`config.mk`:
```
export PLATFORM = sky130hd
export DESIGN_NAME = rayDispatch
export DESIGN_NICKNAME = d
export VERILOG_FILES = /design/src/hw/rayPkg.sv /design/src/hw/rayIf.sv /design/src/hw/rgWriteIf.sv /design/src/hw/rayDispatch.sv /design/src/hw/rayGroupStore.sv /design/src/hw/rayQueue.sv /design/src/hw/raySender.sv
export SDC_FILE = /design/constraint.sdc
export NUM_CORES = 2
export LEC_CHECK = 0
export ABC_AREA = 1
export BUFFER_PORTS_ARGS = -buffer_cell sky130_fd_sc_hd__buf_4
export CORE_ASPECT_RATIO = 1.4
export CORE_MARGIN = 5
export CORE_UTILIZATION = 55
export CTS_CLUSTER_DIAMETER = 80
export DETAILED_ROUTE_END_ITERATION = 8
export PLACE_DENSITY = 0.72
export SLEW_MARGIN = 20
export SYNTH_ARGS = -nofsm -noshare
export SYNTH_HDL_FRONTEND = slang
export SYNTH_SLANG_ARGS = --single-unit
```
`constraint.sdc`:
```
create_clock -name clk -period 10.5 [get_ports clk]
set_input_delay 2.1 -clock clk [delete_from_list [all_inputs] [get_ports clk]]
set_output_delay 2.1 -clock clk [all_outputs]
set_load 0.01 [all_outputs]
```
`src/hw/rayPkg.sv`:
```
`default_nettype none

package rayPkg;

    localparam int coordWidth = 28;
    localparam int dirWidth = 16;
    localparam int slotWidth = 4;
    localparam int numSlots = 1 << slotWidth;
    localparam int queueDepth = 4;
    localparam int queuePtrWidth = $clog2(queueDepth);
    localparam int wordsPerRay = 5;

    // sender FSM encodings
    localparam logic [1:0] senderIdle = 2'd0;
    localparam logic [1:0] senderWait = 2'd1; // addrValid up, waiting for done
    localparam logic [1:0] senderGap = 2'd2;

    typedef struct packed {
        logic [slotWidth-1:0] slot;
        logic [coordWidth-1:0] origX;
        logic [coordWidth-1:0] origY;
        logic [coordWidth-1:0] origZ;
        logic [3*dirWidth-1:0] dir; // x on top, then y, then z
    } rayT;

    // one stored word, read either as a coordinate or as two direction parts
    typedef union packed {
        struct packed {
            logic [31-coordWidth:0] pad;
            logic [coordWidth-1:0] value;
        } coord;
        struct packed {
            logic [dirWidth-1:0] hi;
            logic [dirWidth-1:0] lo;
        } dirPair;
    } rayWordT;

    typedef enum logic [2:0] {
        fieldNone = 3'd0,
        fieldOrigX = 3'd1,
        fieldOrigY = 3'd2,
        fieldOrigZ = 3'd3,
        fieldDirXY = 3'd4,
        fieldDirZ = 3'd5
    } fieldT;

endpackage

`default_nettype wire

```
`src/hw/rayIf.sv`:
```
`timescale 1ns/10ps
`default_nettype none

// one ray per transfer, taken when valid and ready are both high
interface rayIf
    import rayPkg::*;
();

    logic valid;
    rayT ray;
    logic ready;

    modport source
    (
        output valid,
        output ray,
        input ready
    );

    modport sink
    (
        input valid,
        input ray,
        output ready
    );

endinterface

`default_nettype wire

```
`src/hw/rgWriteIf.sv`:
```
`timescale 1ns/10ps
`default_nettype none

interface rgWriteIf
    import rayPkg::*;
();

    rayWordT data;
    logic [slotWidth-1:0] addr;
    fieldT we;
    logic addrValid; // held with data, addr and we until done
    logic done;      // single cycle answer from the store

    modport writer
    (
        output data,
        output addr,
        output we,
        output addrValid,
        input done
    );

    modport target
    (
        input data,
        input addr,
        input we,
        input addrValid,
        output done
    );

endinterface

`default_nettype wire

```
`src/hw/rayDispatch.sv`:
```
`timescale 1ns/10ps
`default_nettype none

module rayDispatch
    import rayPkg::*;
(
    input logic clk,
    input logic globalreset,
    input logic inValid,
    input rayT inRay,
    output logic inReady,
    output logic rayWritten,
    output logic [slotWidth-1:0] writtenSlot,
    input logic [slotWidth-1:0] rdAddr,
    input fieldT rdField,
    output rayWordT rdData
);

    rayIf rayLink ();     // queue to sender
    rgWriteIf wordLink (); // sender to store

    rayQueue i_queue
    (
        .clk(clk),
        .globalreset(globalreset),
        .inValid(inValid),
        .inRay(inRay),
        .inReady(inReady),
        .out(rayLink.source)
    );

    raySender i_sender
    (
        .clk(clk),
        .globalreset(globalreset),
        .in(rayLink.sink),
        .wr(wordLink.writer)
    );

    rayGroupStore i_store
    (
        .clk(clk),
        .globalreset(globalreset),
        .wr(wordLink.target),
        .rayWritten(rayWritten),
        .writtenSlot(writtenSlot),
        .rdAddr(rdAddr),
        .rdField(rdField),
        .rdData(rdData)
    );

endmodule

`default_nettype wire

```
`src/hw/rayGroupStore.sv`:
```
`timescale 1ns/10ps
`default_nettype none

module rayGroupStore
    import rayPkg::*;
(
    input logic clk,
    input logic globalreset,
    rgWriteIf.target wr,
    output logic rayWritten,
    output logic [slotWidth-1:0] writtenSlot,
    input logic [slotWidth-1:0] rdAddr,
    input fieldT rdField,
    output rayWordT rdData
);

    rayWordT slotMem [numSlots][wordsPerRay];
    logic firstSeen;
    logic [2:0] wrIdx;
    logic [2:0] rdIdx;

    function automatic logic isDataField(input fieldT f);
        return (f >= fieldOrigX) && (f <= fieldDirZ);
    endfunction

    // a request counts once, on the cycle before done goes up
    assign firstSeen = wr.addrValid & ~wr.done;
    assign wrIdx = wr.we - 3'd1;
    assign rdIdx = rdField - 3'd1;

    always_ff @(posedge clk)
    begin
        if (globalreset)
        begin
            wr.done <= 1'b0;
            rayWritten <= 1'b0;
            writtenSlot <= '0;
        end
        else
        begin
            wr.done <= firstSeen;
            // the record is complete once the dir z word has been acknowledged
            rayWritten <= wr.done && (wr.we == fieldDirZ);
            if (wr.done && (wr.we == fieldDirZ))
            begin
                writtenSlot <= wr.addr;
            end
        end
    end

    always_ff @(posedge clk)
    begin
        if (firstSeen && isDataField(wr.we))
        begin
            slotMem[wr.addr][wrIdx] <= wr.data;
        end
    end

    always_ff @(posedge clk)
    begin
        if (isDataField(rdField))
        begin
            rdData <= slotMem[rdAddr][rdIdx];
        end
        else
        begin
            rdData <= '0; // field 0 and unused codes read as zero
        end
    end

endmodule

`default_nettype wire

```
`src/hw/rayQueue.sv`:
```
`timescale 1ns/10ps
`default_nettype none

module rayQueue
    import rayPkg::*;
(
    input logic clk,
    input logic globalreset,
    input logic inValid,
    input rayT inRay,
    output logic inReady,
    rayIf.source out
);

    localparam logic [queuePtrWidth:0] fullCount = (queuePtrWidth + 1)'(queueDepth);

    rayT entries [queueDepth];
    logic [queuePtrWidth-1:0] wrPtr;
    logic [queuePtrWidth-1:0] rdPtr;
    logic [queuePtrWidth:0] count;
    logic push;
    logic pop;

    function automatic logic [queuePtrWidth-1:0] nextPtr(input logic [queuePtrWidth-1:0] ptr);
        if (ptr == queuePtrWidth'(queueDepth - 1))
        begin
            return '0;
        end
        return ptr + 1'b1;
    endfunction

    assign inReady = (count != fullCount);
    assign push = inValid & inReady;
    assign pop = out.valid & out.ready;

    // the oldest ray sits on the output whenever something is queued
    assign out.valid = (count != '0);
    assign out.ray = entries[rdPtr];

    always_ff @(posedge clk)
    begin
        if (globalreset)
        begin
            wrPtr <= '0;
            rdPtr <= '0;
            count <= '0;
        end
        else
        begin
            if (push)
            begin
                wrPtr <= nextPtr(wrPtr);
            end
            if (pop)
            begin
                rdPtr <= nextPtr(rdPtr);
            end
            if (push && !pop)
            begin
                count <= count + 1'b1;
            end
            else if (pop && !push)
            begin
                count <= count - 1'b1;
            end
        end
    end

    always_ff @(posedge clk)
    begin
        if (push)
        begin
            entries[wrPtr] <= inRay;
        end
    end

endmodule

`default_nettype wire

```
`src/hw/raySender.sv`:
```
`timescale 1ns/10ps
`default_nettype none

module raySender
    import rayPkg::*;
(
    input logic clk,
    input logic globalreset,
    rayIf.sink in,
    rgWriteIf.writer wr
);

    logic [1:0] state;
    rayT rayReg;
    fieldT nextField;
    logic accept;

    // builds one of the five words through the matching union view
    function automatic rayWordT packWord(input rayT r, input fieldT f);
        rayWordT w;
        w = '0;
        case (f)
            fieldOrigX:
            begin
                w.coord.value = r.origX;
            end
            fieldOrigY:
            begin
                w.coord.value = r.origY;
            end
            fieldOrigZ:
            begin
                w.coord.value = r.origZ;
            end
            fieldDirXY:
            begin
                w.dirPair.hi = r.dir[dirWidth +: dirWidth];   // y
                w.dirPair.lo = r.dir[2*dirWidth +: dirWidth]; // x
            end
            fieldDirZ:
            begin
                w.dirPair.lo = r.dir[0 +: dirWidth];
            end
            default:
            begin
                w = '0;
            end
        endcase
        return w;
    endfunction

    assign in.ready = (state == senderIdle);
    assign accept = in.valid & in.ready;
    assign nextField = fieldT'(wr.we + 3'd1);

    always_ff @(posedge clk)
    begin
        if (globalreset)
        begin
            state <= senderIdle;
            wr.addrValid <= 1'b0;
            wr.we <= fieldNone;
        end
        else
        begin
            case (state)
                senderIdle:
                begin
                    if (accept)
                    begin
                        wr.we <= fieldOrigX;
                        wr.addrValid <= 1'b1;
                        state <= senderWait;
                    end
                end
                senderWait:
                begin
                    if (wr.done)
                    begin
                        wr.addrValid <= 1'b0;
                        if (wr.we == fieldDirZ)
                        begin
                            // last word taken, so the next ray can come in right away
                            wr.we <= fieldNone;
                            state <= senderIdle;
                        end
                        else
                        begin
                            state <= senderGap;
                        end
                    end
                end
                senderGap:
                begin
                    wr.we <= nextField;
                    wr.addrValid <= 1'b1;
                    state <= senderWait;
                end
                default:
                begin
                    state <= senderIdle;
                end
            endcase
        end
    end

    always_ff @(posedge clk)
    begin
        if (accept)
        begin
            rayReg <= in.ray;
            wr.addr <= in.ray.slot;
            wr.data <= packWord(in.ray, fieldOrigX); // first word straight from the input
        end
        else if (state == senderGap)
        begin
            wr.data <= packWord(rayReg, nextField);
        end
    end

endmodule

`default_nettype wire

```
==> impl_metrics.ini <==
[yosys]
synth_area_mm2 = 0.131
synth_most_common_cell = edfxtp_1
synthesis.nets = 10500
synth_common_cells = edfxtp_1, nand2_1, nand3_1
synthArstFlopShare_pct = 0
synth_edf_count = 3268
synth_top_area_cell = edfxtp_1
synth.distinct_cells = 36
yosysWarnings = 0
synth_seq_cells = 3325
ys_seq_area_share_pct = 75.8
syn_area_per_cell_um2 = 12.7
synth_cells = 10300
synth_top_area_share_pct = 74.9
synthFlopType = edfxtp_1
ys_top_cells_by_area = edfxtp_1, nand2_1, nand3_1, o21ai_0, nor2_1

[critical_path]
cp-end-kind = flop
slowest_stage = buf_4
crit_path_frequent_cell = nand2_1
critPathLaunchType = input pin
cp_top_family = buffers and inverters
crit_type = input pin to flop
cpPeakStageDelay_ns = 0.87
required_ns = 11.21
worstPathCellList = buf_8 -> buf_4 -> buf_4 -> nand2_1 -> nand3_1 -> nand3_1 -> nand2_1 -> nand2_1 -> nand3_1 -> nand3_1 -> nand2_1 -> nand2_1 -> a21oi_1
cp_num_buf_inv = 3
cp.arrival_ns = 6.39
path_max_fanout = 112

[sta]
max_freq_ghz = 0.176
max_slew_margin_pct = 19.3
fin_crit_sh_pct = 54.1
rsz0062_at_grt = no
maxSlewViolCount = 0
setup_tns_ns = 0
skew_ns = 0.0385
finalSetupViolations = 0
hold_viol = 0
worst_pin_slew_ns = 1.21
period_minus_slack_ns = 5.68
fin_ws_ns = 4.82

[global_routing]
grt_usage_pct = 28.7
grt_first_pass_wirelength_um = 533000
antenna_found_initial = 21
grt_overflow = 0
grt_max_degree = 206
grt_pass1_vias = 83100

[detailed_routing]
wl_met2_um = 176000
via_per_inst = 6.25
wl_per_cell_um = 26.7
drc_errors = 0
wl_met3_um = 40500
vias = 85400
dr.pass1.iters = 6
wl_um = 365000
met1_length_um = 126000
postRouteAntennaNets = 0
drtIter0Drc = 11500
top_layer = met5

[placement]
dp_cells = 13100
dpl.hpwl_um = 193000
routabilityCongestion = 0.863
placed_area_mm2 = 0.135
port_buffers = 183
pre_cts_slack_ns = 4.21

[die]
row_count = 212
die_w_um = 423
die_y_um = 588
initial_core_util_pct = 55.1
coreArea_mm2 = 0.238
ioPinCount = 184
die_area_mm2 = 0.248

[clock_tree]
clock_latency_ns = 0.89
cts_root_buf = clkbuf_16
cts.path.max_buffers = 4
postCtsResizedCells = 0
cts_sinks = 3325
clk_pin_slew_worst_paths_ns = 0.06
post-cts-setup-buffers = 0
cts_hold_buffers = 0
cts_tree = built
numCtsBuffers = 307
cts_htree_levels = 5

[layout]
num-fill-cells = 17400
regArea_mm2 = 0.0993
drive_above_1_share_pct = 8.75
nets = 10500
stdcell_area_mm2 = 0.145
multi_input_comb_area_mm2 = 0.0284
area_delta_synth_final_pct = 10.5
fin_cells = 13700

[power_and_ir_drop]
peakVddDrop_mv = 0.202
p_per_area_mw_per_mm2 = 231
p_leak_uw = 0.0502

[min_path]
hp-class = flop to flop

[run]
cap_violations = 0

[run_status]
status = finished clean
## cells by family (layout without fill, tap and decap cells)
kind of cell               Yosys count  after routing  synth area share, %
and+or+nand+nor                   5245           5245                 16.9
DFF                               3325           3325                 75.8
AOI/OAI and AO/OA                  954            954                 4.05
buffers and inverters              760           1000                 3.09
adders and majority gates           19             19                0.187
xor gates and xnor gates             2              2               0.0134
other                                0              8                    0
## cell usage in the layout (no fill, tap or decap), drive strengths merged, types with 8 or more instances in the layout
master,netlist,final
bufinv,0,25
nor2,633,633
a21oi,56,56
o22ai,234,234
edfxtp,3268,3268
clkinv,4,121
a221oi,12,12
inv,74,85
a31oi,12,12
diode,0,8
dfxtp,57,57
o221ai,30,30
buf,459,376
o21ai,590,590
ha,18,18
nand2,2669,2669
clkbuf,223,386
o2111ai,10,10
nand4,11,11
nand3,1927,1927
## final timing paths
path | startpoint | end | slack, ns | depth (start not counted)
max | rdAddr[0] | i_store.rdData[13] | 4.82 | 13
min | i_sender.wr.data[30] | i_sender.wr.data[30] | 0.46 | 2
max reg2reg | i_sender.wr.we[1] | i_store.slotMem[5][54] | 6.47 | 10
min reg2reg | i_sender.wr.data[30] | i_sender.wr.data[30] | 0.46 | 2
## per-layer routing
layer	up-vias	track usage [%]
met2	5510	46.9
met3	1087	5.63
met4	18	15.8
met5	-	0
li1	37100	-
met1	41700	36.3
## tightest hold or removal path, delay by kind of cell, from the launching register on
kind	cells	cell delay, ns
AO/OA/AOI/OAI	1	0.05
flip-flops	1	0.32
AND/OR/NAND/NOR	1	0.05
## per-stage QoR
stage	hold WS, ns	utilization, %	total power, µW
3_3_place_gp	0.446	56.8	22300
2_1_floorplan	0.430	-	20300
6_report	0.460	60.9	33400
3_5_place_dp	0.451	56.8	22600
4_1_cts	0.462	60.9	33400
5_1_grt	0.485	60.9	34400
## layout make-up
cell class | count | share of cell area, %
sequential | 3325 | 68.6
multi-input combinational | 6220 | 19.6
clock buffer | 386 | 5.70
tap | 3103 | 2.68
timing repair buffer | 376 | 2.11
clock inverter | 160 | 1.07
inverter | 78 | 0.229
antenna | 8 | 0.0138
## report_power, final
part	switching (µW)	internal [µW]
clock network	4800	6210
logic	4200	922
registers	370	16900
total	9370	24000
## registers in the layout, indices dropped and copies added (netlist names), 2 cells and up, named ones only
name and flops:
i_sender.wr.data 32, i_store.writtenSlot 4, i_sender.rayReg 132, i_sender.wr.addr 4, i_sender.wr.we 3, i_queue.rdPtr 2
i_store.rdData 32, i_store.slotMem 2560, i_sender.state 2, i_queue.entries 544, i_queue.count 3, i_queue.wrPtr 2
Power figures use the tool's default switching activity.
